===== config.mk =====
export PLATFORM = sky130hd
export DESIGN_NAME = regFile
export DESIGN_NICKNAME = d
export VERILOG_FILES = /design/src/verilog/regFile.sv
export SDC_FILE = /design/constraint.sdc
export NUM_CORES = 2
export LEC_CHECK = 0
export BUFFER_PORTS_ARGS = -buffer_cell sky130_fd_sc_hd__buf_2
export CORE_MARGIN = 5
export CORE_UTILIZATION = 50
export CTS_BUF_LIST = sky130_fd_sc_hd__clkbuf_2 sky130_fd_sc_hd__clkbuf_4 sky130_fd_sc_hd__clkbuf_8
export CTS_CLUSTER_DIAMETER = 30
export DETAILED_ROUTE_END_ITERATION = 10
export GPL_ROUTABILITY_DRIVEN = 0
export PLACE_DENSITY = 0.66
export SYNTH_ARGS = -nofsm -noshare
export SYNTH_HDL_FRONTEND = slang
export SYNTH_SLANG_ARGS = --single-unit

===== constraint.sdc =====
create_clock -name clk -period 9.1 [get_ports clk]
set_input_delay 2.73 -clock clk [delete_from_list [all_inputs] [get_ports clk]]
set_output_delay 2.73 -clock clk [all_outputs]
set_load 0.05 [all_outputs]

===== src/verilog/regFile.sv =====
`default_nettype none

module regFile (
    input  logic        clk,
    input  logic        rst,
    input  logic [4:0]  rsAddr,
    input  logic [4:0]  rtAddr,
    input  logic        wbValid,
    input  logic [4:0]  wbReg,
    input  logic [31:0] wbData,
    output logic [31:0] rsData,
    output logic [31:0] rtData
);

    logic [31:0] regs [32];

    always_ff @(posedge clk) begin
        if (rst) begin
            for (int i = 0; i < 32; i++) begin
                regs[i] <= 32'd0;
            end
        end else if (wbValid && wbReg != 5'd0) begin
            // $0 stays zero forever
            regs[wbReg] <= wbData;
        end
    end

    // Write through, so a WB in this cycle is seen by ID
    assign rsData = (wbValid && wbReg != 5'd0 && wbReg == rsAddr) ? wbData : regs[rsAddr];
    assign rtData = (wbValid && wbReg != 5'd0 && wbReg == rtAddr) ? wbData : regs[rtAddr];

endmodule

`default_nettype wire


==> implementation parameters <==
Parameter                              Value

Outcome
  Status ... finished, final reports clean

Power and ir drop
  Total Power Consumption ... 12.6 mW
  Maximum resistive drop on vdd ... 131 uV
  Ratio of total power to cell area ... 206 mW/mm^2
  P_leak ... 21.2 nW

Timing
  Final-layout setup total negative slack ... 0 ps
  Min Tclk post-route ... 8210 ps
  Min setup slack post-route ... 895 ps
  Number of max-slew violations in the final report ... 0
  Period utilization ... 90.2%
  Minimum hold slack ... 2450 ps
  Max transition margin ... 14.1%
  Setup violators final ... 0
  Final Hold Violating Endpoints ... 0
  Highest attainable clock frequency ... 0.122 GHz
  Measured slew at the worst slew-check pin ... 1290 ps
  Unrepaired setup endpoints after global routing ... false

Global route
  GRT Util Overall ... 29.9%
  Met1 routing resource usage after global routing ... 41.6%
  Met2 track utilization from global routing ... 45.5%
  Total congestion overflow ... 0
  Maximum number of pins on one net before global-route repair ... 84
  Global-route wire length before repair ... 247000 um
  Antenna violations before repair ... 13
  Vias in the first global route ... 34500
  Busiest layer in global routing ... met2
  Met3 layer usage reported by global route ... 7.52%

Clock network
  CTS root buf ... sky130_fd_sc_hd__clkbuf_8
  Clk pin slew, worst setup/hold paths ... 50 ps
  Post-cts sizing count ... 0
  Number of H-tree levels ... 4
  CTS tree ... done
  Buffers inserted during post-CTS setup optimization ... 0
  Count of hold buffers inserted by post-cts repair ... 0
  Cts bufs inserted ... 222
  Clock Path Buffers ... 3
  Num Clock Sinks ... 1024

Synth
  Compound-gate portion of the synthesized area ... 3.54%
  Post-Syn Area ... 0.0544 mm^2
  Count of different cell masters after synthesis ... 42
  Simple-gate share of the synthesized area ... 14.0%
  Count of flip-flops with a built-in enable after synthesis ... 1024
  Share of synthesized registers carrying an async set or reset ... 0%
  Main combinational cell family by area after synthesis ... multiplexers
  Synthesis Warnings ... 0
  Most frequently used flop master after synthesis ... sky130_fd_sc_hd__edfxtp_1
  Cells after synthesis ... 3494
  Flops & latches, synth ... 1024
  Avg Cell Area, Syn ... 15.6 um^2
  Mux cell area share after synthesis ... 21.7%
  Xor/xnor share of the synthesized area ... 0.161%
  Adder and majority gate portion of the synthesized area ... 0%
  Sequential share of the synthesized area ... 56.6%

Final layout
  Registers with the most flip-flops ... regs x1024
  Commonest cells after routing, fill and taps aside ... 1024 x sky130_fd_sc_hd__edfxtp_1, 992 x sky130_fd_sc_hd__and2_1, 436 x sky130_fd_sc_hd__mux4_2
  Final nets ... 3660
  Most common cell after layout, fill and taps aside ... sky130_fd_sc_hd__edfxtp_1
  Largest reg by FF count ... regs
  Final design utilization ... 56.4%
  Synth-to-Final Area Change ... 12.5%
  Flip-flop count of the largest register after layout ... 1024
  Proportion of layout cells with a drive suffix above 1 ... 29.8%
  Final Non-Filler Cells ... 5221
  Final non-filler cell area ... 0.0612 mm^2
  Fillers ... 8407

Worst setup path
  Timing startpoint of the critical path ... rtAddr[1]
  Worst-path maximum fanout ... 82
  CP arrival ... 5480 ps
  Critical path required time ... 6370 ps
  Setup crit start kind ... primary input
  Setup crit end kind ... primary output
  CP Class ... in2out

Detailed routing
  Length of the first detailed-routing pass in iterations ... 5
  Number of nets with antenna violations after routing ... 0
  Post-detailed-route DRC marker count ... 0
  Post-detailed-routing wire length ... 174000 um
  Routed WL per cell ... 33.3 um
  Ratio of routed vias to standard cells ... 6.61
  Total number of vias ... 34500
  Number of DRC markers after the initial detailed-route iteration ... 5065

Worst hold path
  Classification of the worst-slack hold path ... in2reg
  Min-delay src ... wbData[27]
  Hold Crit Depth ... 2

Place
  Total placed instance area ... 0.0561 mm^2
  Inst Count DP ... 4800
  Detail Placement HPWL ... 101000 um
  Number of buffers inserted by port buffering ... 113
  DP Worst Slack ... 968 ps

Floorplanning
  Die Wd ... 340 um
  Total die area ... 0.115 mm^2
  Die extent in y ... 340 um
  Starting utilization of the core area ... 50.1%
  Core area ... 0.108 mm^2
  Number of cell rows ... 121
  Ports ... 114

Job
  Max-cap violation count ... 0
-- Yosys cell counts, types with 5 or more instances --
library cell	number	area share [%]
sky130_fd_sc_hd__nor2_2	7	0.081
sky130_fd_sc_hd__mux2i_1	11	0.20
sky130_fd_sc_hd__o22ai_1	248	2.9
sky130_fd_sc_hd__or4_1	63	0.87
sky130_fd_sc_hd__mux4_1	72	3.5
sky130_fd_sc_hd__or2_1	7	0.081
sky130_fd_sc_hd__buf_8	10	0.28
sky130_fd_sc_hd__buf_12	20	0.74
sky130_fd_sc_hd__clkbuf_1	228	1.6
sky130_fd_sc_hd__nand3_1	9	0.083
sky130_fd_sc_hd__or2_2	24	0.28
sky130_fd_sc_hd__nand2_1	69	0.48
sky130_fd_sc_hd__and2_1	992	11
sky130_fd_sc_hd__nand3b_1	12	0.17
sky130_fd_sc_hd__xnor2_1	6	0.097
sky130_fd_sc_hd__buf_2	102	0.94
sky130_fd_sc_hd__nor2_1	31	0.21
sky130_fd_sc_hd__edfxtp_1	1024	57
sky130_fd_sc_hd__mux4_2	436	18
sky130_fd_sc_hd__buf_6	20	0.41
sky130_fd_sc_hd__nor2b_1	5	0.058
sky130_fd_sc_hd__o21ai_1	62	0.57
-- report_power, final --
group	switching, mW	internal [mW]	leakage (nW)
Sequential	0.124	5.46	9.75
Combinational	0.866	0.541	8.90
Clock	2.21	3.41	2.57
Total	3.20	9.40	21.2
-- worst max-delay path, cell delays in order --
cell and delay [ps]:
sky130_fd_sc_hd__buf_8 570, sky130_fd_sc_hd__buf_4 540, sky130_fd_sc_hd__mux4_2 300, sky130_fd_sc_hd__o22ai_1 120
sky130_fd_sc_hd__or4_1 660, sky130_fd_sc_hd__o21ai_1 150, sky130_fd_sc_hd__buf_2 280
-- area by class of cell --
type / instances / area [um^2] / share of cell area [%]
Antenna cell: 3 / 7.51 / 0.0123
Clock inverter: 154 / 1620 / 2.64
Timing Repair Buffer: 248 / 1820 / 2.98
Clock buffer: 264 / 3400 / 5.56
Tap cell: 1414 / 1770 / 2.89
Sequential cell: 1024 / 30700 / 50.3
Multi-Input combinational cell: 2114 / 21800 / 35.6
-- final timing paths --
| kind | end | slack [ps] |
|---|---|---|
| setup / recovery | rtData[20] | 890 |
| hold / removal | regs[27][27] | 2450 |
-- cell families after synthesis --
| family | Yosys count |
|---|---|
| flip-flops | 1024 |
| XOR/XNOR | 10 |
| multiplexers | 519 |
| AO/OA/AOI/OAI | 317 |
| buffers and inverters | 387 |
| AND/OR/NAND/NOR | 1236 |
| other | 1 |
-- per-layer routing --
layer  up-vias  routed length [um]  part of all wire [%]
li1      13900                   -                     -
met1     17800               66200                    38
met2      2349               79700                    46
met3       413               20300                    12
met4         2                7770                   4.5
met5         -                   7                0.0040
(Power assumes the default switching activity.)
