--- config.mk ---
export PLATFORM = sky130hd
export DESIGN_NAME = pipeControl_flat
export DESIGN_NICKNAME = d
export VERILOG_FILES = /design/src/verilog/mipsPkg.sv /design/src/verilog/idExIf.sv /design/src/verilog/pipeControl.sv /design/src/flat_wrapper.sv
export SDC_FILE = /design/constraint.sdc
export NUM_CORES = 1
export LEC_CHECK = 0
export BUFFER_PORTS_ARGS = -buffer_cell sky130_fd_sc_hd__buf_4
export CAP_MARGIN = 20
export CORE_AREA = 2 2 66 68
export DETAILED_ROUTE_END_ITERATION = 6
export DIE_AREA = 0 0 68 70
export GPL_TIMING_DRIVEN = 0
export PLACE_DENSITY = 0.81
export SYNTH_ARGS = -nofsm -noshare
export SYNTH_HDL_FRONTEND = slang
export SYNTH_SLANG_ARGS = --single-unit
--- constraint.sdc ---
create_clock -name vclk -period 1.3
set_input_delay 0.065 -clock vclk [all_inputs]
set_output_delay 0.065 -clock vclk [all_outputs]
set_load 0.05 [all_outputs]
--- src/verilog/mipsPkg.sv ---
`default_nettype none

package mipsPkg;

    ////////////////////
    // Opcodes
    ////////////////////

    // Primary opcode field, bits 31:26
    typedef enum logic [5:0] {
        opRType = 6'h00,
        opBeq   = 6'h04,
        opAddi  = 6'h08,
        opLw    = 6'h23,
        opSw    = 6'h2b
    } opcodeE;

    // R-type funct field, bits 5:0
    typedef enum logic [5:0] {
        fnAdd = 6'h20,
        fnSub = 6'h22,
        fnAnd = 6'h24,
        fnOr  = 6'h25,
        fnSlt = 6'h2a
    } functE;

    ////////////////////
    // ALU
    ////////////////////

    typedef enum logic [2:0] {
        aluAdd,
        aluSub,
        aluAnd,
        aluOr,
        aluSlt
    } aluOpE;

    ////////////////////
    // Instruction word
    ////////////////////

    // Same 32 bits, register view or immediate view
    typedef union packed {
        struct packed {
            logic [5:0] opcode;
            logic [4:0] rs;
            logic [4:0] rt;
            logic [4:0] rd;
            logic [4:0] shamt;
            logic [5:0] funct;
        } rType;
        struct packed {
            logic [5:0]  opcode;
            logic [4:0]  rs;
            logic [4:0]  rt;
            logic [15:0] imm;
        } iType;
    } instrU;

    // Data memory depth in 32-bit words
    localparam int dataMemWords = 64;

endpackage

`default_nettype wire

--- src/verilog/idExIf.sv ---
`default_nettype none

// Decoded control bundle, decode to execute
interface idExIf;
    import mipsPkg::*;

    logic        valid;
    logic        regWrite;
    logic        memRead;
    logic        memWrite;
    logic        memToReg;
    // Second ALU operand from imm instead of rt
    logic        aluSrc;
    logic        branch;
    aluOpE       aluOp;
    // Already rd or rt
    logic [4:0]  dest;
    // Sign extended
    logic [31:0] imm;
    logic [31:0] pcPlus4;

    modport dec (
        output valid, regWrite, memRead, memWrite, memToReg, aluSrc, branch,
        output aluOp, dest, imm, pcPlus4
    );

    modport ex (
        input valid, regWrite, memRead, memWrite, memToReg, aluSrc, branch,
        input aluOp, dest, imm, pcPlus4
    );

endinterface

`default_nettype wire

--- src/verilog/pipeControl.sv ---
`default_nettype none

module pipeControl (
    input  mipsPkg::instrU ifIdInstr,
    input  logic           ifIdValid,
    input  logic [31:0]    ifIdPcPlus4,
    input  logic [4:0]     exDest,
    input  logic           exRegWrite,
    input  logic [4:0]     memDest,
    input  logic           memRegWrite,
    input  logic           branchTaken,
    output logic [4:0]     rsAddr,
    output logic [4:0]     rtAddr,
    output logic           stall,
    idExIf.dec             idEx
);
    import mipsPkg::*;

    logic  decValid;
    logic  usesRt;
    logic  destIsRt;
    logic  regWrite;
    logic  memRead;
    logic  memWrite;
    logic  memToReg;
    logic  aluSrc;
    logic  branch;
    aluOpE aluOp;
    // Decoded instruction actually enters EX
    logic  issue;

    // Pending write to src in EX or MEM, $0 never pending
    function automatic logic pendingWrite(input logic [4:0] src);
        return (src != 5'd0) &&
               ((exRegWrite && src == exDest) || (memRegWrite && src == memDest));
    endfunction

    assign rsAddr = ifIdInstr.rType.rs;
    assign rtAddr = ifIdInstr.rType.rt;

    ////////////////////
    // Decode
    ////////////////////

    always_comb begin
        decValid = 1'b0;
        usesRt   = 1'b0;
        destIsRt = 1'b1;
        regWrite = 1'b0;
        memRead  = 1'b0;
        memWrite = 1'b0;
        memToReg = 1'b0;
        aluSrc   = 1'b0;
        branch   = 1'b0;
        aluOp    = aluAdd;
        case (ifIdInstr.rType.opcode)
            opRType: begin
                decValid = 1'b1;
                usesRt   = 1'b1;
                destIsRt = 1'b0;
                regWrite = 1'b1;
                case (ifIdInstr.rType.funct)
                    fnAdd:   aluOp = aluAdd;
                    fnSub:   aluOp = aluSub;
                    fnAnd:   aluOp = aluAnd;
                    fnOr:    aluOp = aluOr;
                    fnSlt:   aluOp = aluSlt;
                    // All-zero word lands here too
                    default: decValid = 1'b0;
                endcase
            end
            opAddi: begin
                decValid = 1'b1;
                regWrite = 1'b1;
                aluSrc   = 1'b1;
            end
            opLw: begin
                decValid = 1'b1;
                regWrite = 1'b1;
                memRead  = 1'b1;
                memToReg = 1'b1;
                aluSrc   = 1'b1;
            end
            opSw: begin
                decValid = 1'b1;
                // Store data comes from rt
                usesRt   = 1'b1;
                memWrite = 1'b1;
                aluSrc   = 1'b1;
            end
            opBeq: begin
                decValid = 1'b1;
                usesRt   = 1'b1;
                branch   = 1'b1;
                aluOp    = aluSub;
            end
            default: decValid = 1'b0;
        endcase
    end

    ////////////////////
    // Hazards and bundle
    ////////////////////

    // No forwarding, hold in ID until the writer reaches WB
    // Every supported instruction reads rs
    assign stall = ifIdValid && decValid &&
                   (pendingWrite(rsAddr) || (usesRt && pendingWrite(rtAddr)));

    // Stalled or squashed means bubble
    assign issue = ifIdValid && decValid && !stall && !branchTaken;

    assign idEx.valid    = issue;
    assign idEx.regWrite = issue && regWrite;
    assign idEx.memRead  = issue && memRead;
    assign idEx.memWrite = issue && memWrite;
    assign idEx.memToReg = issue && memToReg;
    assign idEx.aluSrc   = aluSrc;
    assign idEx.branch   = issue && branch;
    assign idEx.aluOp    = aluOp;
    assign idEx.dest     = destIsRt ? ifIdInstr.iType.rt : ifIdInstr.rType.rd;
    assign idEx.imm      = {{16{ifIdInstr.iType.imm[15]}}, ifIdInstr.iType.imm};
    assign idEx.pcPlus4  = ifIdPcPlus4;

endmodule

`default_nettype wire

--- src/flat_wrapper.sv ---
// flat-port wrapper written by rule: the top's interface ports become plain ports
module pipeControl_flat import mipsPkg::*;
  (ifIdInstr, ifIdValid, ifIdPcPlus4, exDest, exRegWrite, memDest, memRegWrite, branchTaken, rsAddr, rtAddr, stall, idEx_valid, idEx_regWrite, idEx_memRead, idEx_memWrite, idEx_memToReg, idEx_aluSrc, idEx_branch, idEx_aluOp, idEx_dest, idEx_imm, idEx_pcPlus4);
  idExIf idEx_i ();
  input  mipsPkg::instrU ifIdInstr;
  input  logic ifIdValid;
  input  logic [31:0] ifIdPcPlus4;
  input  logic [4:0] exDest;
  input  logic exRegWrite;
  input  logic [4:0] memDest;
  input  logic memRegWrite;
  input  logic branchTaken;
  output logic [4:0] rsAddr;
  output logic [4:0] rtAddr;
  output logic stall;
  output wire logic [$bits(idEx_i.valid)-1:0] idEx_valid;
  output wire logic [$bits(idEx_i.regWrite)-1:0] idEx_regWrite;
  output wire logic [$bits(idEx_i.memRead)-1:0] idEx_memRead;
  output wire logic [$bits(idEx_i.memWrite)-1:0] idEx_memWrite;
  output wire logic [$bits(idEx_i.memToReg)-1:0] idEx_memToReg;
  output wire logic [$bits(idEx_i.aluSrc)-1:0] idEx_aluSrc;
  output wire logic [$bits(idEx_i.branch)-1:0] idEx_branch;
  output wire logic [$bits(idEx_i.aluOp)-1:0] idEx_aluOp;
  output wire logic [$bits(idEx_i.dest)-1:0] idEx_dest;
  output wire logic [$bits(idEx_i.imm)-1:0] idEx_imm;
  output wire logic [$bits(idEx_i.pcPlus4)-1:0] idEx_pcPlus4;
  assign idEx_valid = idEx_i.valid;
  assign idEx_regWrite = idEx_i.regWrite;
  assign idEx_memRead = idEx_i.memRead;
  assign idEx_memWrite = idEx_i.memWrite;
  assign idEx_memToReg = idEx_i.memToReg;
  assign idEx_aluSrc = idEx_i.aluSrc;
  assign idEx_branch = idEx_i.branch;
  assign idEx_aluOp = idEx_i.aluOp;
  assign idEx_dest = idEx_i.dest;
  assign idEx_imm = idEx_i.imm;
  assign idEx_pcPlus4 = idEx_i.pcPlus4;
  pipeControl u_core (.ifIdInstr(ifIdInstr), .ifIdValid(ifIdValid), .ifIdPcPlus4(ifIdPcPlus4), .exDest(exDest), .exRegWrite(exRegWrite), .memDest(memDest), .memRegWrite(memRegWrite), .branchTaken(branchTaken), .rsAddr(rsAddr), .rtAddr(rtAddr), .stall(stall), .idEx(idEx_i));
endmodule
==> results.txt <==
----------------------------------------------------
[Routing]
  Initial DRT Pass Iterations ... 4
  DR WL/cell ... 11.7 um
  Vias per std cell ... 4.32
  Drt first-iter violations ... 30
  Total wirelength of the detailed-routed design ... 4020 um
  Total via count after detailed routing ... 1481
  Number of antenna-violating nets in the routed design ... 0
  Post-route DRC ... 0

[Logic synthesis]
  List of most frequent post-synthesis cells ... buf_4, xnor2_1, nand2_1
  Most repeated cell in the gate-level netlist after synthesis ... buf_4
  Area share of the largest cell type after synthesis ... 48.3%
  Average size of a mapped cell ... 7.52 um2
  Warnings, synthesis ... 0
  Yosys top cell by area ... buf_4
  Number of distinct library cell variants in the gate-level netlist after synthesis ... 31
  Area of the mapped netlist ... 1170 um2
  Net Count, Synth ... 233
  Share of the yosys chip area belonging to registers ... 0%
  Number of instances in the synthesized netlist ... 155
  Dominant cells by area after synthesis ... buf_4, xnor2_1, mux2_2

[Power and ir drop]
  Worst-case vdd ir drop ... 255 uV
  Switching fraction of total power ... 57.5%
  Pwr dens ... 478 nW/um2
  Fraction of power consumed by the clock network ... 0%
  Relative contribution of combinational cells to total power ... 100.0%
  Net Switching ... 705 uW
  Internal Pwr Total ... 520 uW
  Leakage power of the design ... 1.33 nW
  Sequential group share of total power ... 0%

[Floorplan]
  Number of cell rows ... 24
  Starting density of the core ... 28.1%
  Die Outline Area ... 4760 um2
  Y dimension of the die ... 70 um
  Core ar. ... 4140 um2
  DIE WIDTH ... 68 um
  Count of boundary I/O pins ... 168

[Global routing]
  Overall track demand over capacity in global routing ... 13.7%
  Global-route layer with the greatest usage ... met2
  Vias in the first global route ... 1340
  Fraction of met3 tracks used by global routing ... 1.93%
  First-pass GRT wire length ... 5390 um
  Routing usage on met2 ... 28.8%
  Aggregate global routing overflow ... 0
  Initial antenna violation count ... 0
  Largest net degree at the start of global routing ... 19
  Met1 global-route usage ... 13.9%

[Final layout]
  Fraction of layout cells with a size suffix above 1 ... 83.8%
  Non-Filler Cell Area, Final ... 2560 um2
  Number of clock buffers in the layout ... 0
  Area added between synthesis and finish ... 120%
  Total inserted antenna cells ... 0
  Final core occ ... 61.8%
  Sequential cell count ... 0
  Fin nets ... 371
  Area occupied by registers ... 0 um2

[STA]
  Final-report setup violation count ... 14
  Achievable frequency ... 667 MHz
  Worst hold-check slack ... 0.384 ns
  Final-layout setup total negative slack ... -2.02 ns
  Rel. slew slack ... 77.3%
  RSZ-0062 raised after global routing ... yes
  PnR worst setup slack ... -0.200 ns
  Actual transition at the worst max-transition pin ... 0.336 ns
  Number of endpoints with negative hold slack in the final report ... 0
  Max-slew violation total from the final report ... 0
  Time the final worst path needs with I/O delays and setup ... 1.50 ns
  Final worst path period share ... 115%

[Placed design]
  Pre-CTS setup slack ... -0.288 ns
  Final weighted congestion in routability-driven placement ... 0.828
  I/O Buffers ... 130
  Area after DPL ... 2270 um2
  HPWL reported at the end of detailed placement ... 3400 um

[Hold path]
  Path category of the worst min-delay check ... input pin to primary output

[Run status]
  Failing checks ... negative setup slack
  Status ... complete, but fails checks

[Setup path]
  Crit path capture type ... primary output
  Type of the worst setup path ... input pin to primary output
  Category of the worst setup path launch point ... input pin
  Req. time, crit path ... 1.24 ns
  Crit path arrival time ... 1.44 ns
  Critical-path maximum fanout ... 6

[Flow run]
  Max-Cap Viols ... 0

----------------------------------------------------
## worst max-delay path, stage by stage
cell and delay [ns]:
buf_8 0.10, or3_4 0.41, o22ai_2 0.16, a32o_2 0.31, and3b_2 0.24, buf_6 0.15
## cells in the final DEF (no fill, tap or decap), types with 2 or more instances in the layout
cell / Yosys / routed
mux2_2: 5 / 4
nor2_2: 0 / 2
nand2_1: 7 / 7
buf_6: 0 / 28
nor3_2: 0 / 2
buf_12: 0 / 2
o22ai_1: 2 / 2
a21oi_1: 3 / 3
xnor2_2: 0 / 9
nor3_1: 5 / 2
nand3_1: 2 / 2
buf_4: 75 / 178
buf_8: 0 / 4
nor2b_1: 2 / 2
nor4_4: 0 / 2
xnor2_1: 20 / 11
nand4_1: 5 / 5
o21ai_0: 2 / 2
nor2_1: 6 / 4
## cell type report
cell class | count | area [um2]
multi-input cells | 78 | 742
repair buffers | 136 | 1160
well taps | 52 | 65.1
inverters | 1 | 3.75
fillers | 362 | 1580
plain buffers | 76 | 587
## power groups by stage
| stage | registers, mW | logic (mW) | clock network (mW) |
|---|---|---|---|
| CTS | 0 | 1.18 | 0 |
| floorplan | 0 | 0.786 | 0 |
| detailed placement | 0 | 1.15 | 0 |
| global placement | 0 | 1.14 | 0 |
| finish | 0 | 1.23 | 0 |
| global route | 0 | 1.28 | 0 |
## cell families (layout without fill, tap and decap cells)
group	Yosys count	in the layout	synth area share [%]
buffers and inverters	77	213	49.0
and+or+nand+nor	39	39	21.9
xor gates and xnor gates	21	21	15.8
AOI/OAI and AO/OA	12	12	7.62
muxes	6	6	5.69
## layer usage
layer	routed length, um	up-vias
met5	0	-
met4	31	0
met3	471	3
met2	2200	91
met1	1310	667
li1	-	720
## through the flow
step	cells	total power, mW
after floorplan	155	0.786
after global placement	337	1.14
after detailed placement	337	1.15
after CTS	343	1.18
after global routing	343	1.28
final	343	1.23
## repair_timing
action | 4_1_cts | 5_1_grt
pin swaps | 7 | 13
resized for setup | 22 | 32
hold buffers | 0 | 0
setup buffers | 6 | 0
setup endpoints to repair | 15 | 15
## path summary, 6_finish.rpt
kind      startpoint               to  depth (start not counted)
max    ifIdInstr[27]       idEx_valid                          6
min   ifIdPcPlus4[7]  idEx_pcPlus4[7]                          2
(Power assumes the default switching activity.)
