<file path="src/verilog/mipsPkg.sv">
`default_nettype none

package mipsPkg;

    ////////////////////
    // Opcodes
    ////////////////////

    // Primary opcode field, bits 31:26
    typedef enum logic [5:0] {
        opRType = 6'h00,
        opBeq   = 6'h04,
        opAddi  = 6'h08,
        opLw    = 6'h23,
        opSw    = 6'h2b
    } opcodeE;

    // R-type funct field, bits 5:0
    typedef enum logic [5:0] {
        fnAdd = 6'h20,
        fnSub = 6'h22,
        fnAnd = 6'h24,
        fnOr  = 6'h25,
        fnSlt = 6'h2a
    } functE;

    ////////////////////
    // ALU
    ////////////////////

    typedef enum logic [2:0] {
        aluAdd,
        aluSub,
        aluAnd,
        aluOr,
        aluSlt
    } aluOpE;

    ////////////////////
    // Instruction word
    ////////////////////

    // Same 32 bits, register view or immediate view
    typedef union packed {
        struct packed {
            logic [5:0] opcode;
            logic [4:0] rs;
            logic [4:0] rt;
            logic [4:0] rd;
            logic [4:0] shamt;
            logic [5:0] funct;
        } rType;
        struct packed {
            logic [5:0]  opcode;
            logic [4:0]  rs;
            logic [4:0]  rt;
            logic [15:0] imm;
        } iType;
    } instrU;

    // Data memory depth in 32-bit words
    localparam int dataMemWords = 64;

endpackage

`default_nettype wire

</file>
<file path="src/verilog/fetchUnit.sv">
`default_nettype none

module fetchUnit (
    input  logic           clk,
    input  logic           rst,
    input  logic           instrAck,
    input  logic [31:0]    instrData,
    input  logic           stall,
    input  logic           branchTaken,
    input  logic [31:0]    branchTarget,
    output logic           instrReq,
    output logic [31:0]    instrAddr,
    output mipsPkg::instrU ifIdInstr,
    output logic           ifIdValid,
    output logic [31:0]    ifIdPcPlus4
);
    import mipsPkg::*;

    // Address of the next word to request
    logic [31:0] fetchPc;
    logic [31:0] fetchPcNow;
    logic [31:0] addrPlus4;
    // Open fetch belongs to a squashed path
    logic        discardQ;
    logic        fetchDone;
    logic        keepWord;
    // Word fetched while ID was stalled
    logic        holdValid;
    instrU       holdInstr;
    logic [31:0] holdPcPlus4;

    assign fetchDone = instrReq && instrAck;
    // Branch in the same cycle beats the stored address
    assign fetchPcNow = branchTaken ? branchTarget : fetchPc;
    assign addrPlus4 = instrAddr + 32'd4;
    // Drop the word if its path was squashed, now or earlier
    assign keepWord = fetchDone && !discardQ && !branchTaken;

    ////////////////////
    // Handshake and PC
    ////////////////////

    always_ff @(posedge clk) begin
        if (rst) begin
            instrReq  <= 1'b0;
            instrAddr <= 32'd0;
            fetchPc   <= 32'd0;
            discardQ  <= 1'b0;
        end else begin
            // Four phase: drop req on ack, raise again only after ack falls
            if (fetchDone) begin
                instrReq <= 1'b0;
            end else if (!instrReq && !instrAck && !holdValid) begin
                instrReq  <= 1'b1;
                instrAddr <= fetchPcNow;
            end

            // Address stays put while req is high, so remember the squash
            if (fetchDone) begin
                discardQ <= 1'b0;
            end else if (instrReq && branchTaken) begin
                discardQ <= 1'b1;
            end

            if (branchTaken) begin
                fetchPc <= branchTarget;
            end else if (keepWord) begin
                fetchPc <= addrPlus4;
            end
        end
    end

    ////////////////////
    // IF/ID and holding register
    ////////////////////

    always_ff @(posedge clk) begin
        if (rst) begin
            ifIdValid <= 1'b0;
            holdValid <= 1'b0;
        end else if (branchTaken) begin
            // Wrong path, flush both
            ifIdValid <= 1'b0;
            holdValid <= 1'b0;
        end else if (!stall) begin
            if (holdValid) begin
                ifIdValid <= 1'b1;
                holdValid <= 1'b0;
            end else begin
                ifIdValid <= keepWord;
            end
        end else if (keepWord) begin
            holdValid <= 1'b1;
        end
    end

    // Payload, qualified by the valid bits above
    always_ff @(posedge clk) begin
        if (stall && keepWord) begin
            holdInstr   <= instrData;
            holdPcPlus4 <= addrPlus4;
        end
        if (!stall) begin
            if (holdValid) begin
                ifIdInstr   <= holdInstr;
                ifIdPcPlus4 <= holdPcPlus4;
            end else if (keepWord) begin
                ifIdInstr   <= instrData;
                ifIdPcPlus4 <= addrPlus4;
            end
        end
    end

endmodule

`default_nettype wire

</file>
<file path="config.mk">
export PLATFORM = sky130hd
export DESIGN_NAME = fetchUnit
export DESIGN_NICKNAME = d
export VERILOG_FILES = /design/src/verilog/mipsPkg.sv /design/src/verilog/fetchUnit.sv
export SDC_FILE = /design/constraint.sdc
export NUM_CORES = 1
export LEC_CHECK = 0
export ABC_AREA = 0
export BUFFER_PORTS_ARGS = -buffer_cell sky130_fd_sc_hd__buf_2
export CAP_MARGIN = 20
export CORE_MARGIN = 1
export CORE_UTILIZATION = 59
export DETAILED_ROUTE_END_ITERATION = 10
export GPL_TIMING_DRIVEN = 0
export PLACE_DENSITY = 0.95
export SETUP_SLACK_MARGIN = 0.05
export SLEW_MARGIN = 20
export SYNTH_ARGS = -nofsm -noshare
export SYNTH_HDL_FRONTEND = slang
export SYNTH_SLANG_ARGS = --single-unit
</file>
<file path="constraint.sdc">
create_clock -name clk -period 9.52 [get_ports clk]
set_clock_uncertainty 0.2 [all_clocks]
set_input_delay 2.856 -clock clk [delete_from_list [all_inputs] [get_ports clk]]
set_output_delay 2.856 -clock clk [all_outputs]
set_load 0.005 [all_outputs]
</file>
==> results of run 1 <==
[per-stage QoR]
step	total power (uW)	hold slack (ns)	util (%)
after floorplan	1060	0.269	-
after global placement	1110	0.265	68.5
after detailed placement	1120	0.277	69.1
after CTS	1800	0.291	73.4
after global routing	1860	0.321	73.4
final	1800	0.289	73.4
[cell usage after synthesis (all sizes together) (8+ instances only)]
cell type  instances
edfxtp           128
nor2              80
dfxtp             68
mux2              63
nand2             36
clkbuf            35
nand2b            21
a311oi            20
a21oi             17
xnor2             17
nor3              15
a211oi            14
mux2i             13
nand3             10
nand4             10
o21ai             10
xor2              10
a211o              8
[routing by layer]
layer  vias to the layer above  routed length, um  part of all wire, %
li1                       2700                  -                    -
met1                      2889               7640                   39
met2                       330               9470                   49
met3                        50               1770                  9.1
met4                         0                551                  2.8
met5                         -                  0                    0
[flip-flops by register name (all words and copies together), names as in the netlist]
register	flops
discardQ	1
fetchPc	32
holdInstr	32
holdPcPlus4	32
holdValid	1
ifIdInstr	32
ifIdPcPlus4	32
ifIdValid	1
instrAddr	32
instrReq	1
[kinds of logic (layout without fill, tap and decap cells)]
logic type	Yosys count	count (layout)	share of synthesized area [%]
mux	76	76	10.4
simple gates	191	191	11.6
flops	196	196	64.6
other cells	0	2	0
fa+ha+maj	1	1	0.155
compound gates	89	89	8.06
buf+inv	45	245	2.21
xor+xnor	27	27	2.94
[area by class of cell]
type | count | area, um2 | share of cell area, %
Clock buffer | 18 | 429 | 4.40
Buffer | 39 | 155 | 1.59
Clock inverter | 14 | 138 | 1.41
Sequential cell | 196 | 5200 | 53.3
Multi-Input combinational cell | 384 | 2680 | 27.5
Antenna cell | 2 | 5.00 | 0.0513
Tap cell | 176 | 220 | 2.26
Inverter | 6 | 22.5 | 0.231
Timing Repair Buffer | 168 | 901 | 9.23
[final timing paths]
check	start	to
setup reg to reg	holdValid	ifIdInstr[25]
hold reg to reg	ifIdValid	ifIdValid
setup / recovery	branchTaken	ifIdInstr[25]
hold / removal	ifIdValid	ifIdValid
[power groups by stage]
stage	Combinational, uW	Sequential [uW]	Clock [uW]
global placement	137	976	0
finish	149	960	692
floorplan	83.4	974	0
CTS	147	959	697
detailed placement	145	977	0
global route	162	962	732
[worst max-delay path: cells and delay by family]
family | cells | cell delay [ns]
buffers and inverters | 5 | 1.24
AND/OR/NAND/NOR | 3 | 1.01
==> flow_summary.ini, run 1 <==
[run_status]
status = finished, final reports clean

[logic_synthesis]
syn-cell-area_um2 = 8060
synth_area_per_cell_um2 = 12.9
yosysSeqAreaShare_pct = 64.6
ys_types = 44
synth_edf_count = 128
syn_inst = 625
synth_flop_cell = edfxtp_1
yosysWarnings = 0
yosysTopAreaCell = edfxtp_1
synthDominantCellAreaShare_pct = 47.7
postSynth.asyncResetShare_pct = 0
synth_nets = 695
synthTopCellsByArea = edfxtp_1 (48%), dfxtp_1 (17%), mux2_2 (8.8%)
synth_seq_cells = 196

[cts]
cts_sinks = 196
cts_buffer_depth = 2
postCtsHoldBufs = 0
clk-insertion-delay-late_ns = 0.44
cts_post_setup_buffers_inserted = 0
root_buffer = clkbuf_16
cts_resized = 0
cts.clk_slew.worst_paths_ns = 0.07
cts_buffers = 17
cts_tree = built
cts_max_level = 4

[grt]
grt_util_all_layers_pct = 28.9
met2_usage_pct = 46.4
grt_overflow_total = 0
top_usage_layer = met2
grt_pass1_wl_um = 30900
antenna_found_initial = 2
grt_use_met1_pct = 37.4
use_met3_pct = 7.33
grt_pass1_vias = 5771
grt_max_degree = 51

[power]
p_int_uw = 1390
switchingPower_uw = 415
p_sw_share_pct = 23.0
comb_power_share_pct = 8.2
p_clk_share_pct = 38.5
ir_worst_vdd_uv = 148
p_leak_uw = 0.00378
p_per_area_nw_per_um2 = 184
seqPwrFrac_pct = 53.3

[routing]
num_vias = 5969
dr.pass1.iters = 5
ant_nets = 0
vias_per_cell = 5.95
totalWireLength_um = 19400
route.detailed.drc = 0
wl_per_cell_um = 19.4
drt-initial-drc-count = 777

[die]
rows = 42
ios = 167
die_h_um = 119
core_area_um2 = 13300
die_w_um = 119
initial_core_util_pct = 60.6
dieArea_um2 = 14100

[sta]
tightest_slew_ns = 1.05
setup_slack_ns = 4.32
grt_setup_unrepaired = false
fmax_mhz = 192
setup_tns_ns = 0
setup_violations = 0
maxSlewHeadroom_pct = 29.3
min_period_over_period_pct = 54.6
finalCriticalPeriod_ns = 5.20
hold_viol = 0
report.final.slew_viol_count = 0

[finish]
layoutNonFillerInstCount = 1003
drive_above_1_share_pct = 33.0
final_common_cell = buf_2
fill_cells = 878
mostFrequentLayoutCells = buf_2 (165), edfxtp_1 (128), nor2_1 (79)
nNetsFinal = 882
fin_area_um2 = 9760
syn2layout_area_growth_pct = 21.1

[placed_design]
post-place-ws_ns = 3.90
io_buffers = 165
gp_congestion = 0.862
dp_hpwl_um = 13400
place_area_um2 = 9190
place_inst = 969

[min_path]
worstHoldPathCells = 2
hp-class = reg2reg

[worst_setup_path]
crit_fanout = 25
r2r_cells = 7
cp_common_cell = clkbuf_1
cp.required_ns = 9.46
slowest_stage = nor2_4
cp-start-kind = input pin
reg2reg_slack_ns = 6.12
worst-endpoint-arrival_ns = 5.14
critical_path_class = in2reg
worstPathCellList = clkbuf_1 -> clkbuf_1 -> clkbuf_1 -> nor2_1 -> nor2_1 -> nor2_4 -> buf_12 -> buf_16
endpoint_kind = flop
slowest_delay_ns = 0.56

[run]
cap_violations = 0
No activity file was read; power rests on OpenSTA's default activity.
==> inputs of run 2 (changes only) <==
--- a/config.mk
+++ b/config.mk
@@ -5,14 +5,14 @@
 export SDC_FILE = /design/constraint.sdc
 export NUM_CORES = 1
 export LEC_CHECK = 0
-export ABC_AREA = 0
+export ABC_AREA = 1
 export BUFFER_PORTS_ARGS = -buffer_cell sky130_fd_sc_hd__buf_2
 export CAP_MARGIN = 20
 export CORE_MARGIN = 1
-export CORE_UTILIZATION = 59
+export CORE_UTILIZATION = 55
 export DETAILED_ROUTE_END_ITERATION = 10
 export GPL_TIMING_DRIVEN = 0
-export PLACE_DENSITY = 0.95
+export PLACE_DENSITY = 0.91
 export SETUP_SLACK_MARGIN = 0.05
 export SLEW_MARGIN = 20
 export SYNTH_ARGS = -nofsm -noshare
==> constraint.sdc (replaced) <==
create_clock -name clk -period 5.12 [get_ports clk]
set_clock_uncertainty 0.2 [all_clocks]
set_input_delay 1.536 -clock clk [delete_from_list [all_inputs] [get_ports clk]]
set_output_delay 1.536 -clock clk [all_outputs]
set_load 0.005 [all_outputs]
==> flow_summary.ini, run 2 <==
[worst_setup_path]
slowest_stage = nor3_4
critical_path_class = in2reg
cp_common_cell = buf_8
crit_fanout = 18
worst-path-buf-inv = 6
cp-start-kind = input pin
worstPathCellList = buf_2 -> buf_2 -> buf_1 -> nor3_4 -> buf_8 -> buf_8 -> buf_8
cp.required_ns = 5.06
slowest_delay_ns = 0.47
endpoint_kind = flop
cpLargestDelayFamily = buffers and inverters
worst-endpoint-arrival_ns = 3.24

[die]
ios = 167
rows = 44
initial_core_util_pct = 56.5
die_h_um = 124
die_w_um = 124
dieArea_um2 = 15500
core_area_um2 = 14600

[logic_synthesis]
syn_inst = 843
synthTopCellsByArea = edfxtp_1 (47%), dfxtp_1 (17%), nand2_1 (15%)
synth_seq_cells = 196
synth_flop_cell = edfxtp_1
synthDominantCellAreaShare_pct = 46.6
synthTopCellsByCount = nand2_1 (336), edfxtp_1 (128), dfxtp_1 (68)
ys_types = 29
synth.most_common_cell = nand2_1
synth_area_per_cell_um2 = 9.78
yosysTopAreaCell = edfxtp_1
synth_nets = 913
syn-cell-area_um2 = 8250
postSynth.asyncResetShare_pct = 0
yosysWarnings = 0
yosysSeqAreaShare_pct = 63.1
synth_edf_count = 128

[grt]
top_usage_layer = met2
grt_overflow_total = 0
grt_use_met1_pct = 34.6
grt_util_all_layers_pct = 26.8
grt_pass1_vias = 6419
antenna_found_initial = 0
grt_pass1_wl_um = 32100
grt_max_degree = 62
met2_usage_pct = 43.2
use_met3_pct = 6.06

[finish]
nNetsFinal = 1102
fill_cells = 1035
postLayoutCoreUtil_pct = 68.3
mostFrequentLayoutCells = nand2_1 (336), buf_2 (177), edfxtp_1 (128)
drive_above_1_share_pct = 23.3
final_common_cell = nand2_1
fin_area_um2 = 9970
insertedDiodeCount = 0
layoutNonFillerInstCount = 1229
syn2layout_area_growth_pct = 20.9

[routing]
vias_per_cell = 5.54
num_vias = 6803
totalWireLength_um = 20300
wl_per_cell_um = 16.5
ant_nets = 0
drt-initial-drc-count = 773
dr.pass1.iters = 5
route.detailed.drc = 0

[cts]
cts_resized = 0
cts_post_setup_buffers_inserted = 0
cts_max_level = 4
postCtsHoldBufs = 0
cts_tree = built
cts_buffers = 17
cts_sinks = 196
clk-insertion-delay-late_ns = 0.43
cts_buffer_depth = 2
root_buffer = clkbuf_16
cts.clk_slew.worst_paths_ns = 0.06

[sta]
tightest_slew_ns = 0.623
report.final.slew_viol_count = 0
whs_ns = 0.276
min_period_over_period_pct = 64.4
setup_tns_ns = 0
setup_violations = 0
grt_setup_unrepaired = false
finalCriticalPeriod_ns = 3.30
fmax_mhz = 303
hold_viol = 0
maxSlewHeadroom_pct = 58.5

[min_path]
hp-class = reg2reg

[power]
ir_worst_vdd_uv = 251
p_per_area_nw_per_um2 = 338
p_leak_uw = 0.00409

[run_status]
status = finished, final reports clean

[placed_design]
place_area_um2 = 9400
place_inst = 1197
dp_hpwl_um = 14900
gp_congestion = 0.889
io_buffers = 165

[run]
cap_violations = 0
-- run 2: cell count changes in the layout (fill, tap and decap cells not counted), sizes merged, moves of 14 or more --
cell    delta
nand2    +306
mux2      -63
a31oi     +45
a21oi     +25
o21ai     +25
inv       +23
nor2      -23
nand2b    -21
a311oi    -20
buf       +20
o21a      +19
a211oi    -14
-- run 2: kinds of logic after synthesis --
kind of cell / Yosys count / share of synthesized area, %
AOI/OAI and AO/OA: 142 / 9.92
xor gates and xnor gates: 15 / 2.32
adders and majority gates: 1 / 0.152
buffers and inverters: 70 / 3.46
DFF: 196 / 63.1
and+or+nand+nor: 419 / 21.0
-- run 2: worst register-to-register path: stages, from the launching register on --
cell and delay [ns]:
dfxtp_1 0.42, nand3_1 0.35, nor2_2 0.38, o21ai_0 0.20, inv_4 0.15, buf_16 0.28
-- run 2: per-layer routing --
layer  routed length [um]  vias to the layer above
li1                     -                     3215
met1                 8280                     3106
met2                 9530                      429
met3                 1910                       53
met4                  593                        0
met5                    0                        -
-- run 2: per-stage QoR --
step,setup slack [ns],total power (uW)
final,1.82,3370
after detailed placement,1.39,2120
after global routing,1.74,3470
after global placement,0.101,2110
after floorplan,0.996,1990
after CTS,1.83,3370
-- run 2: worst paths after layout --
kind         slack, ns  cells past startpoint       endpoint        start
max reg2reg       2.76                      5   ifIdInstr[4]     instrReq
min reg2reg       0.28                      2   instrAddr[3]   fetchPc[3]
min               0.28                      2   instrAddr[3]   fetchPc[3]
max               1.82                      7  holdInstr[11]  branchTaken
-- run 2: cell type report --
class / count / area (um2) / share of cell area (%)
Tap cell: 184 / 230 / 2.31
Sequential cell: 196 / 5200 / 52.2
Inverter: 29 / 111 / 1.12
Timing Repair Buffer: 170 / 913 / 9.16
Clock buffer: 23 / 489 / 4.91
Clock inverter: 9 / 76.3 / 0.766
Multi-Input combinational cell: 577 / 2770 / 27.8
Buffer: 41 / 176 / 1.77
-- run 2: power by group --
part           internal, uW  switching (uW)
combinational           113             183
clock                   723             552
sequential             1750            51.2
total                  2590             786
