==> src/verilog/mipsPkg.sv <==
`default_nettype none

package mipsPkg;

    ////////////////////
    // Opcodes
    ////////////////////

    // Primary opcode field, bits 31:26
    typedef enum logic [5:0] {
        opRType = 6'h00,
        opBeq   = 6'h04,
        opAddi  = 6'h08,
        opLw    = 6'h23,
        opSw    = 6'h2b
    } opcodeE;

    // R-type funct field, bits 5:0
    typedef enum logic [5:0] {
        fnAdd = 6'h20,
        fnSub = 6'h22,
        fnAnd = 6'h24,
        fnOr  = 6'h25,
        fnSlt = 6'h2a
    } functE;

    ////////////////////
    // ALU
    ////////////////////

    typedef enum logic [2:0] {
        aluAdd,
        aluSub,
        aluAnd,
        aluOr,
        aluSlt
    } aluOpE;

    ////////////////////
    // Instruction word
    ////////////////////

    // Same 32 bits, register view or immediate view
    typedef union packed {
        struct packed {
            logic [5:0] opcode;
            logic [4:0] rs;
            logic [4:0] rt;
            logic [4:0] rd;
            logic [4:0] shamt;
            logic [5:0] funct;
        } rType;
        struct packed {
            logic [5:0]  opcode;
            logic [4:0]  rs;
            logic [4:0]  rt;
            logic [15:0] imm;
        } iType;
    } instrU;

    // Data memory depth in 32-bit words
    localparam int dataMemWords = 64;

endpackage

`default_nettype wire

==> src/verilog/idExIf.sv <==
`default_nettype none

// Decoded control bundle, decode to execute
interface idExIf;
    import mipsPkg::*;

    logic        valid;
    logic        regWrite;
    logic        memRead;
    logic        memWrite;
    logic        memToReg;
    // Second ALU operand from imm instead of rt
    logic        aluSrc;
    logic        branch;
    aluOpE       aluOp;
    // Already rd or rt
    logic [4:0]  dest;
    // Sign extended
    logic [31:0] imm;
    logic [31:0] pcPlus4;

    modport dec (
        output valid, regWrite, memRead, memWrite, memToReg, aluSrc, branch,
        output aluOp, dest, imm, pcPlus4
    );

    modport ex (
        input valid, regWrite, memRead, memWrite, memToReg, aluSrc, branch,
        input aluOp, dest, imm, pcPlus4
    );

endinterface

`default_nettype wire

==> src/verilog/executeStage.sv <==
`default_nettype none

module executeStage (
    input  logic        clk,
    input  logic        rst,
    idExIf.ex           idEx,
    input  logic [31:0] rsData,
    input  logic [31:0] rtData,
    output logic [4:0]  exDest,
    output logic        exRegWrite,
    output logic        branchTaken,
    output logic [31:0] branchTarget,
    output logic [31:0] aluResult,
    output logic [31:0] storeData,
    output logic        memRead,
    output logic        memWrite,
    output logic        memToReg,
    output logic        regWrite,
    output logic [4:0]  dest,
    output logic        valid
);
    import mipsPkg::*;

    // ID/EX control
    logic        validQ;
    logic        regWriteQ;
    logic        memReadQ;
    logic        memWriteQ;
    logic        memToRegQ;
    logic        branchQ;
    // ID/EX payload
    logic        aluSrcQ;
    aluOpE       aluOpQ;
    logic [4:0]  destQ;
    logic [31:0] immQ;
    logic [31:0] pcPlus4Q;
    logic [31:0] rsQ;
    logic [31:0] rtQ;
    logic [31:0] opB;

    ////////////////////
    // ID/EX register
    ////////////////////

    always_ff @(posedge clk) begin
        // Taken beq also kills whatever decode sent behind it
        if (rst || branchTaken) begin
            validQ    <= 1'b0;
            regWriteQ <= 1'b0;
            memReadQ  <= 1'b0;
            memWriteQ <= 1'b0;
            memToRegQ <= 1'b0;
            branchQ   <= 1'b0;
        end else begin
            validQ    <= idEx.valid;
            regWriteQ <= idEx.regWrite;
            memReadQ  <= idEx.memRead;
            memWriteQ <= idEx.memWrite;
            memToRegQ <= idEx.memToReg;
            branchQ   <= idEx.branch;
        end
    end

    always_ff @(posedge clk) begin
        aluSrcQ  <= idEx.aluSrc;
        aluOpQ   <= idEx.aluOp;
        destQ    <= idEx.dest;
        immQ     <= idEx.imm;
        pcPlus4Q <= idEx.pcPlus4;
        rsQ      <= rsData;
        rtQ      <= rtData;
    end

    ////////////////////
    // ALU and branch
    ////////////////////

    assign opB = aluSrcQ ? immQ : rtQ;

    always_comb begin
        case (aluOpQ)
            aluAdd:  aluResult = rsQ + opB;
            aluSub:  aluResult = rsQ - opB;
            aluAnd:  aluResult = rsQ & opB;
            aluOr:   aluResult = rsQ | opB;
            aluSlt:  aluResult = {31'd0, $signed(rsQ) < $signed(opB)};
            default: aluResult = 32'd0;
        endcase
    end

    // Word offset, so shift by two
    assign branchTarget = pcPlus4Q + {immQ[29:0], 2'b00};
    assign branchTaken  = validQ && branchQ && (rsQ == rtQ);

    // Hazard view for decode
    assign exDest     = destQ;
    assign exRegWrite = validQ && regWriteQ;

    // On to EX/MEM
    assign storeData = rtQ;
    assign memRead   = memReadQ;
    assign memWrite  = memWriteQ;
    assign memToReg  = memToRegQ;
    assign regWrite  = regWriteQ;
    assign dest      = destQ;
    assign valid     = validQ;

endmodule

`default_nettype wire

==> src/flat_wrapper.sv <==
// flat-port wrapper written by rule: the top's interface ports become plain ports
module executeStage_flat import mipsPkg::*;
  (clk, rst, rsData, rtData, exDest, exRegWrite, branchTaken, branchTarget, aluResult, storeData, memRead, memWrite, memToReg, regWrite, dest, valid, idEx_valid, idEx_regWrite, idEx_memRead, idEx_memWrite, idEx_memToReg, idEx_aluSrc, idEx_branch, idEx_aluOp, idEx_dest, idEx_imm, idEx_pcPlus4);
  idExIf idEx_i ();
  input  logic clk;
  input  logic rst;
  input  logic [31:0] rsData;
  input  logic [31:0] rtData;
  output logic [4:0] exDest;
  output logic exRegWrite;
  output logic branchTaken;
  output logic [31:0] branchTarget;
  output logic [31:0] aluResult;
  output logic [31:0] storeData;
  output logic memRead;
  output logic memWrite;
  output logic memToReg;
  output logic regWrite;
  output logic [4:0] dest;
  output logic valid;
  input wire logic [$bits(idEx_i.valid)-1:0] idEx_valid;
  input wire logic [$bits(idEx_i.regWrite)-1:0] idEx_regWrite;
  input wire logic [$bits(idEx_i.memRead)-1:0] idEx_memRead;
  input wire logic [$bits(idEx_i.memWrite)-1:0] idEx_memWrite;
  input wire logic [$bits(idEx_i.memToReg)-1:0] idEx_memToReg;
  input wire logic [$bits(idEx_i.aluSrc)-1:0] idEx_aluSrc;
  input wire logic [$bits(idEx_i.branch)-1:0] idEx_branch;
  input wire logic [$bits(idEx_i.aluOp)-1:0] idEx_aluOp;
  input wire logic [$bits(idEx_i.dest)-1:0] idEx_dest;
  input wire logic [$bits(idEx_i.imm)-1:0] idEx_imm;
  input wire logic [$bits(idEx_i.pcPlus4)-1:0] idEx_pcPlus4;
  assign idEx_i.valid = idEx_valid;
  assign idEx_i.regWrite = idEx_regWrite;
  assign idEx_i.memRead = idEx_memRead;
  assign idEx_i.memWrite = idEx_memWrite;
  assign idEx_i.memToReg = idEx_memToReg;
  assign idEx_i.aluSrc = idEx_aluSrc;
  assign idEx_i.branch = idEx_branch;
  assign idEx_i.aluOp = idEx_aluOp;
  assign idEx_i.dest = idEx_dest;
  assign idEx_i.imm = idEx_imm;
  assign idEx_i.pcPlus4 = idEx_pcPlus4;
  executeStage u_core (.clk(clk), .rst(rst), .idEx(idEx_i), .rsData(rsData), .rtData(rtData), .exDest(exDest), .exRegWrite(exRegWrite), .branchTaken(branchTaken), .branchTarget(branchTarget), .aluResult(aluResult), .storeData(storeData), .memRead(memRead), .memWrite(memWrite), .memToReg(memToReg), .regWrite(regWrite), .dest(dest), .valid(valid));
endmodule
==> config.mk <==
export PLATFORM = sky130hd
export DESIGN_NAME = executeStage_flat
export DESIGN_NICKNAME = d
export VERILOG_FILES = /design/src/verilog/mipsPkg.sv /design/src/verilog/idExIf.sv /design/src/verilog/executeStage.sv /design/src/flat_wrapper.sv
export SDC_FILE = /design/constraint.sdc
export NUM_CORES = 1
export LEC_CHECK = 0
export BUFFER_PORTS_ARGS = -buffer_cell sky130_fd_sc_hd__buf_2
export CAP_MARGIN = 20
export CELL_PAD_IN_SITES_DETAIL_PLACEMENT = 1
export CELL_PAD_IN_SITES_GLOBAL_PLACEMENT = 2
export CORE_ASPECT_RATIO = 1.25
export CORE_MARGIN = 4
export CORE_UTILIZATION = 32
export CTS_BUF_LIST = sky130_fd_sc_hd__clkbuf_8
export DETAILED_ROUTE_END_ITERATION = 8
export GPL_ROUTABILITY_DRIVEN = 0
export PLACE_DENSITY = 0.85
export SYNTH_ARGS = -nofsm -noshare
export SYNTH_HDL_FRONTEND = slang
export SYNTH_SLANG_ARGS = --single-unit
==> constraint.sdc <==
create_clock -name clk -period 5.05 [get_ports clk]
set_input_delay 0.7575 -clock clk [delete_from_list [all_inputs] [get_ports clk]]
set_output_delay 0.7575 -clock clk [all_outputs]
set_load 0.01 [all_outputs]
==> run summary, run 1 <==
CTS tree = built
Drt first pass iters = 4
#FFs+latches synth = 143
Tmin final = 4.891 ns
DIE AREA = 33,100 um2
Library cells used by synthesis = 74
Cts bufs inserted = 17
CTS root buffer = clkbuf_8
Dominant cell by count in the synthesized netlist = dfxtp_1
Worst-case reg-to-reg path depth = 7
Share of layout cells above drive strength 1 = 25.66%
Clock power share = 27.3%
Final Hold Viols = 0
Synth Warn # = 0
Final Util = 40.55%
Clk sinks = 143
Reg clk slew, reported paths = 0.10 ns
Achievable Freq = 204.5 MHz
Setup violators final = 0
Number of flops mapped to enable cells by yosys = 0
Met1 GRT Util = 23.50%
Met2 Use GR = 40.03%
Hold depth = 1
Sw frac = 36.80%
Min-Delay Endpoint = u_core.storeData[1]
Layer carrying the most global-route usage = met2
PD cells = 277.2 nW/um2
Die Y = 202.4 um
Final ANT Viol Nets = 0
Clock Tree Buf Depth = 2
Worst R2R Start = u_core.rsQ[1]
Gr usage total = 20.97%
First-pass GRT wire length = 54,370 um
Total Wirelength = 35,320 um
Mapped Cells = 1,142
Relative slew slack = 43.33%
Sw power = 0.001221 W
Static leakage = 5.667 nW
Worst Setup Start Kind = flop
CP delay by family, top = compound AO/OA/AOI/OAI gates
Final #Nets = 1,656
Yosys top cell area share = 29.59%
CP max stage cell = a2111o_1
Worst Setup End Kind = output pin
Total congestion overflow = 0
Vias = 9,289
Sequential share of power = 37.6%
Wirelength per Cell = 19.71 um
Status = completed
DR iter-0 viols = 341
Die Wd = 163.5 um
CP Max Fanout = 15
Worst setup path category = flop to output pin
# fillers = 3,618
Layout area overhead = 23.70%
Synth Net Count = 1,415
Hold Slack = 0.3812 ns
Initial antenna violation count = 1
Tcrit/Tclk final = 96.85%
Number of max-cap violations = 0
Vias in the first global route = 9,923
Ranking of synthesized cells by area = dfxtp_1, ha_1, a21oi_1
Initial Utilization = 32.78%
DP Wirelength = 28,490 um
Maximum vdd drop = 0.1541 mV
Site Rows = 70
Met3 global-route usage = 3.039%
Largest net degree at the start of global routing = 61
Top post-synthesis cells by count = dfxtp_1, ha_1, inv_1, a21oi_1, nor2_1
Clock skew = 0.01275 ns
Pint = 0.002097 W
Combinational Power Share = 35.1%
Post-synthesis sequential area ratio = 29.59%
HP Start = rtData[1]
Core area = 29,520 um2
H-tree Lvls = 4
Routed vias/inst = 5.184
RSZ-0062 raised after global routing = yes
Min-delay worst type = input pin to flop
Data arrival, critical path = 4.13 ns
Top Ports = 258
CP Cell Sequence = buf_12 > buf_16 > mux2i_2 > ha_2 > inv_1 > nand2_1 > nor3_1 > a211o_1 > a221o_1 > a21oi_4 > a21oi_2 > a2111o_1 > a31oi_4 > buf_2
Clock latency on the worst-skew pair = 0.47 ns
Fin. max-slew vios = 0
Reg2reg end = u_core.memToReg
Ys async rst share = 0%
Post-Syn Area = 9676 um2
Least-Margin Pin Slew = 0.8423 ns
Flop2flop setup slack = 2.26 ns
Critical Path RT = 4.29 ns
Post-Syn Area per Cell = 8.472 um2
Largest stage delay on the critical path = 0.47 ns
Leading area contributor after synthesis = dfxtp_1
Worst Path Buf+Inv = 4
Remaining DRCs = 0
Port Buffer Count = 257
Synth Flop Type = dfxtp_1
## power by group through the flow
stage	Combinational (W)	Clock (W)	Sequential, W
after detailed placement	0.00112	0	0.00127
after CTS	0.00114	0.000942	0.00125
after floorplan	0.000728	0	0.00126
final	0.00116	0.000907	0.00125
after global placement	0.00111	0	0.00127
after global routing	0.00128	0.000998	0.00126
## cells by family (layout without fill, tap and decap cells)
kind of cell / after synthesis / count (layout) / share of synthesized area, %
other cells: 0 / 1 / 0
flops: 143 / 143 / 29.59
mux: 36 / 36 / 3.724
compound gates: 312 / 312 / 21.79
simple gates: 284 / 284 / 14.30
xor+xnor: 79 / 79 / 7.151
fa+ha+maj: 128 / 128 / 16.79
buf+inv: 160 / 413 / 6.660
## worst reg2reg max path, delay by kind of cell, from the launching register on
family,cells,cell delay [ns]
flops,1,0.54
simple gates,6,1.92
xor+xnor,1,0.21
## worst max path at each step
stage,from,end,slack [ns],cells past startpoint
6_report,u_core.aluSrcQ,aluResult[0],0.16,14
5_1_grt,u_core.aluSrcQ,aluResult[31],-0.06,14
4_1_cts,u_core.aluSrcQ,aluResult[24],0.005,13
3_5_place_dp,u_core.aluSrcQ,aluResult[0],0.36,14
3_3_place_gp,u_core.aluSrcQ,aluResult[0],0.53,14
2_1_floorplan,u_core.aluSrcQ,aluResult[0],0.46,16
## per-stage QoR
step                      instances  instance area [um2]  power (W)  setup WS, ns  setup TNS, ns
final                          1792                11970   0.003317        0.1589              0
after global routing           1792                11970   0.003538      -0.06250        -0.1389
after CTS                      1786                11750   0.003327      0.005478              0
after detailed placement       1755                11330   0.002396        0.3619              0
after global placement         1755                11330   0.002381        0.5265              0
after floorplan                1142                 9676   0.001988        0.4568              0
## cell usage in the layout, fill, tap and decap left out, types with 19 or more instances in the layout
cell type,n
a21oi_1,91
buf_2,257
xor2_1,31
mux2i_1,26
nand2_1,70
clkbuf_8,20
nor3_1,31
nor2_1,73
inv_1,105
nand2b_1,19
ha_1,116
o21ai_0,49
xnor2_1,48
dfxtp_1,140
## timing repair
action / 4_1_cts / 5_1_grt
setup endpoints to repair: 10 / 16
resized for setup: 8 / 42
buffers inserted: 0 / 5
pin swaps: 0 / 7
hold buffers: 0 / 0
## metal layers
layer	up-vias	share of wire, %	routed length [um]
met5	-	0	0
met4	0	2.4	852
met3	44	3.4	1194
met2	183	54	19120
met1	4549	40	14160
li1	4513	-	-
## sequential cells by signal, indices dropped and copies added (netlist names)
register and cells:
u_core.aluOpQ 3, u_core.aluSrcQ 1, u_core.branchQ 1, u_core.dest 5, u_core.immQ 32, u_core.memRead 1
u_core.memToReg 1, u_core.memWrite 1, u_core.pcPlus4Q 32, u_core.regWrite 1, u_core.rsQ 32, u_core.storeData 32
u_core.valid 1
## area by class of cell
class / instances / area [um2] / share of cell area [%]
multi-input combinational: 839 / 6359 / 53.13
clock inverter: 11 / 107.6 / 0.8990
timing repair buffer: 277 / 1469 / 12.27
antenna: 1 / 2.502 / 0.02091
tap: 396 / 495.5 / 4.140
sequential: 143 / 2867 / 23.95
inverter: 105 / 394.1 / 3.293
clock buffer: 20 / 275.3 / 2.300
(Power assumes the default switching activity.)
==> inputs of run 2 (changes only) <==
- CORE_UTILIZATION: 32 -> 34
- PLACE_DENSITY: 0.85 -> 0.9
- clock period: 5.05 -> 6 ns (I/O delays scaled with it)
==> run 2 against run 1 <==
  * Cell area fell by 3.0%
  * Clock power is 9.7% lower
  * Routed wire length shrank 2.1%
  * Sequential power is 16% lower
  * Non-clock buffer count is 13 lower
  * Worst hold slack gained 0.13 ns
  * Cell count down 3.3%
  * Critical path depth is 1 lower
  * Clock-buffer cell count fell by 3
==> run summary, run 2 (synthesis results as in run 1) <==
Status = completed
Largest stage delay on the critical path = 0.52 ns (+0.05 ns)
DR iter-0 viols = 403 (+18%)
Port Buffer Count = 257 (unchanged)
Largest net degree at the start of global routing = 66 (+8.2%)
Die Wd = 158.9 um (-2.8%)
Worst Setup Start Kind = flop
Remaining DRCs = 0 (unchanged)
Cts bufs inserted = 17 (unchanged)
Final Hold Viols = 0 (unchanged)
Least-Margin Pin Slew = 0.9643 ns (+0.1220 ns)
Reg area = 2865 um2 (about the same)
CP Cell Sequence = buf_4 > mux2i_1 > ha_1 > a21o_1 > a31oi_1 > a211oi_1 > a211o_1 > a221o_1 > a211oi_1 > o21ai_0 > xnor2_1 > o221ai_1 > buf_2
Critical Path RT = 5.10 ns (+0.81 ns)
First-pass GRT wire length = 53,050 um (-2.4%)
Total congestion overflow = 0 (unchanged)
Gr usage total = 21.46% (+0.49 points)
Maximum vdd drop = 0.1074 mV (-30%)
H-tree Lvls = 4 (unchanged)
Placed Area = 11,200 um2 (-1.1%)
Final #Nets = 1,643 (-0.79%)
Critical path depth in cells = 13 (-1)
CP max stage cell = dfxtp_2
Design area = 11,610 um2 (-3.0%)
Tmin final = 5.287 ns
# fillers = 3,395 (-6.2%)
Vias = 9,158 (-1.4%)
CTS tree = built
CP startpoint = u_core.aluSrcQ
Worst-case reg-to-reg path depth = 7 (unchanged)
Number of max-cap violations = 0 (unchanged)
Commonest non-fill, non-tap cells in the layout = buf_2, dfxtp_1, ha_1, inv_1, a21oi_1
Number of diodes = 0 (-1)
Reg clk slew, reported paths = 0.10 ns (about the same)
Worst Path Buf+Inv = 2 (-2)
Clock latency on the worst-skew pair = 0.48 ns (about the same)
CTS root buffer = clkbuf_8
Fin. max-slew vios = 0 (unchanged)
Relative slew slack = 35.12% (-8.2 points)
Total Wirelength = 34,580 um (-2.1%)
CP delay by family, top = compound AO/OA/AOI/OAI gates
CP Max Fanout = 12 (-3)
Min-delay worst type = input pin to flop
Reg2reg end = u_core.valid
Layout area overhead = 20.00%
Clk sinks = 143 (unchanged)
Site Rows = 68 (-2.9%)
Post-CTS Hold Fix Bufs = 0 (unchanged)
Worst R2R Start = u_core.rsQ[28]
PD cells = 241.4 nW/um2 (-13%)
Placed instance count = 1,701 (-3.1%)
Post-CTS Setup Repair Bufs = 0 (unchanged)
Clock skew = 0.01431 ns (+0.001560 ns)
Tcrit/Tclk final = 88.11%
Flop2flop setup slack = 2.87 ns (+0.61 ns)
Final ANT Viol Nets = 0 (unchanged)
Clock Tree Buf Depth = 2 (unchanged)
Core area = 27,820 um2 (-5.7%)
CTS resizes = 0 (-8)
Most common cell after layout, fill and taps aside = buf_2
Static leakage = 5.621 nW (-0.81%)
Achievable Freq = 189.2 MHz
Share of layout cells above drive strength 1 = 22.56% (-3.1 points)
Setup violators final = 0 (unchanged)
Wirelength per Cell = 19.95 um (+1.2%)
Worst Setup End Kind = output pin
Non-Filler Instances = 1,733 (-3.3%)
Setup TNS = 0 ns (unchanged)
DP Wirelength = 27,910 um (-2.1%)
Initial Utilization = 34.78% (+2.0 points)
Initial antenna violation count = 0 (-1)
Hold Slack = 0.5067 ns (+0.1255 ns)
Worst Setup EP = aluResult[24]
Vias in the first global route = 9,679 (-2.5%)
Final Util = 41.73% (+1.2 points)
Top Ports = 258 (unchanged)
RSZ-0062 raised after global routing = no
Data arrival, critical path = 4.39 ns (+0.26 ns)
DIE AREA = 31,240 um2 (-5.6%)
CP most frequent cell = a211oi_1
Drt first pass iters = 5 (+1)
Worst setup path category = flop to output pin
Routed vias/inst = 5.284 (+1.9%)
Die Y = 196.6 um (-2.9%)
Multi-input logic area = 6168 um2 (-3.0%)
[run 2: cell count changes in the layout (fill, tap and decap cells not counted), sizes merged]
cell and change:
buf -13, diode -1, clkinvlp -1, inv +5, clkinv -1, bufinv +1
clkbuf -3
[run 2: layer usage]
metal,global-route usage [%],up-vias,part of all wire (%)
met5,0,-,0
met4,8.328,0,3.2
met3,3.535,48,4.1
met2,40.66,221,53
met1,24.05,4405,40
li1,-,4484,-
[run 2: worst min path at each step]
| stage | startpoint | to | slack (ns) | cells after the start |
|---|---|---|---|---|
| 2_1_floorplan | u_core.branchQ | u_core.branchQ | 0.83 | 5 |
| 3_3_place_gp | u_core.branchQ | u_core.regWrite | 0.94 | 5 |
| 3_5_place_dp | u_core.branchQ | u_core.memWrite | 0.96 | 5 |
| 4_1_cts | rsData[26] | u_core.rsQ[26] | 0.48 | 1 |
| 5_1_grt | idEx_imm[28] | u_core.immQ[28] | 0.47 | 1 |
| 6_report | rsData[28] | u_core.rsQ[28] | 0.51 | 1 |
[run 2: report_power, final]
| group | internal, W | switching [W] | leakage, nW | total, W |
|---|---|---|---|---|
| Sequential | 0.00100 | 0.0000453 | 1.21 | 0.00105 |
| Clock | 0.000382 | 0.000436 | 0.196 | 0.000819 |
| Combinational | 0.000377 | 0.000561 | 4.22 | 0.000939 |
[run 2: layout make-up]
cell class,count,share of cell area (%)
clock inverters,15,1.487
clock buffers,17,2.015
flip-flops and latches,143,24.68
well taps,350,3.772
multi-input cells,839,53.13
repair buffers,264,11.53
inverters,105,3.394
[run 2: stage by stage]
stage / setup slack, ns / total power, W
after floorplan: 1.264 / 0.001673
after global placement: 1.329 / 0.001987
after detailed placement: 1.226 / 0.002004
after CTS: 0.6953 / 0.002829
after global routing: 0.4281 / 0.002973
final: 0.7134 / 0.002803
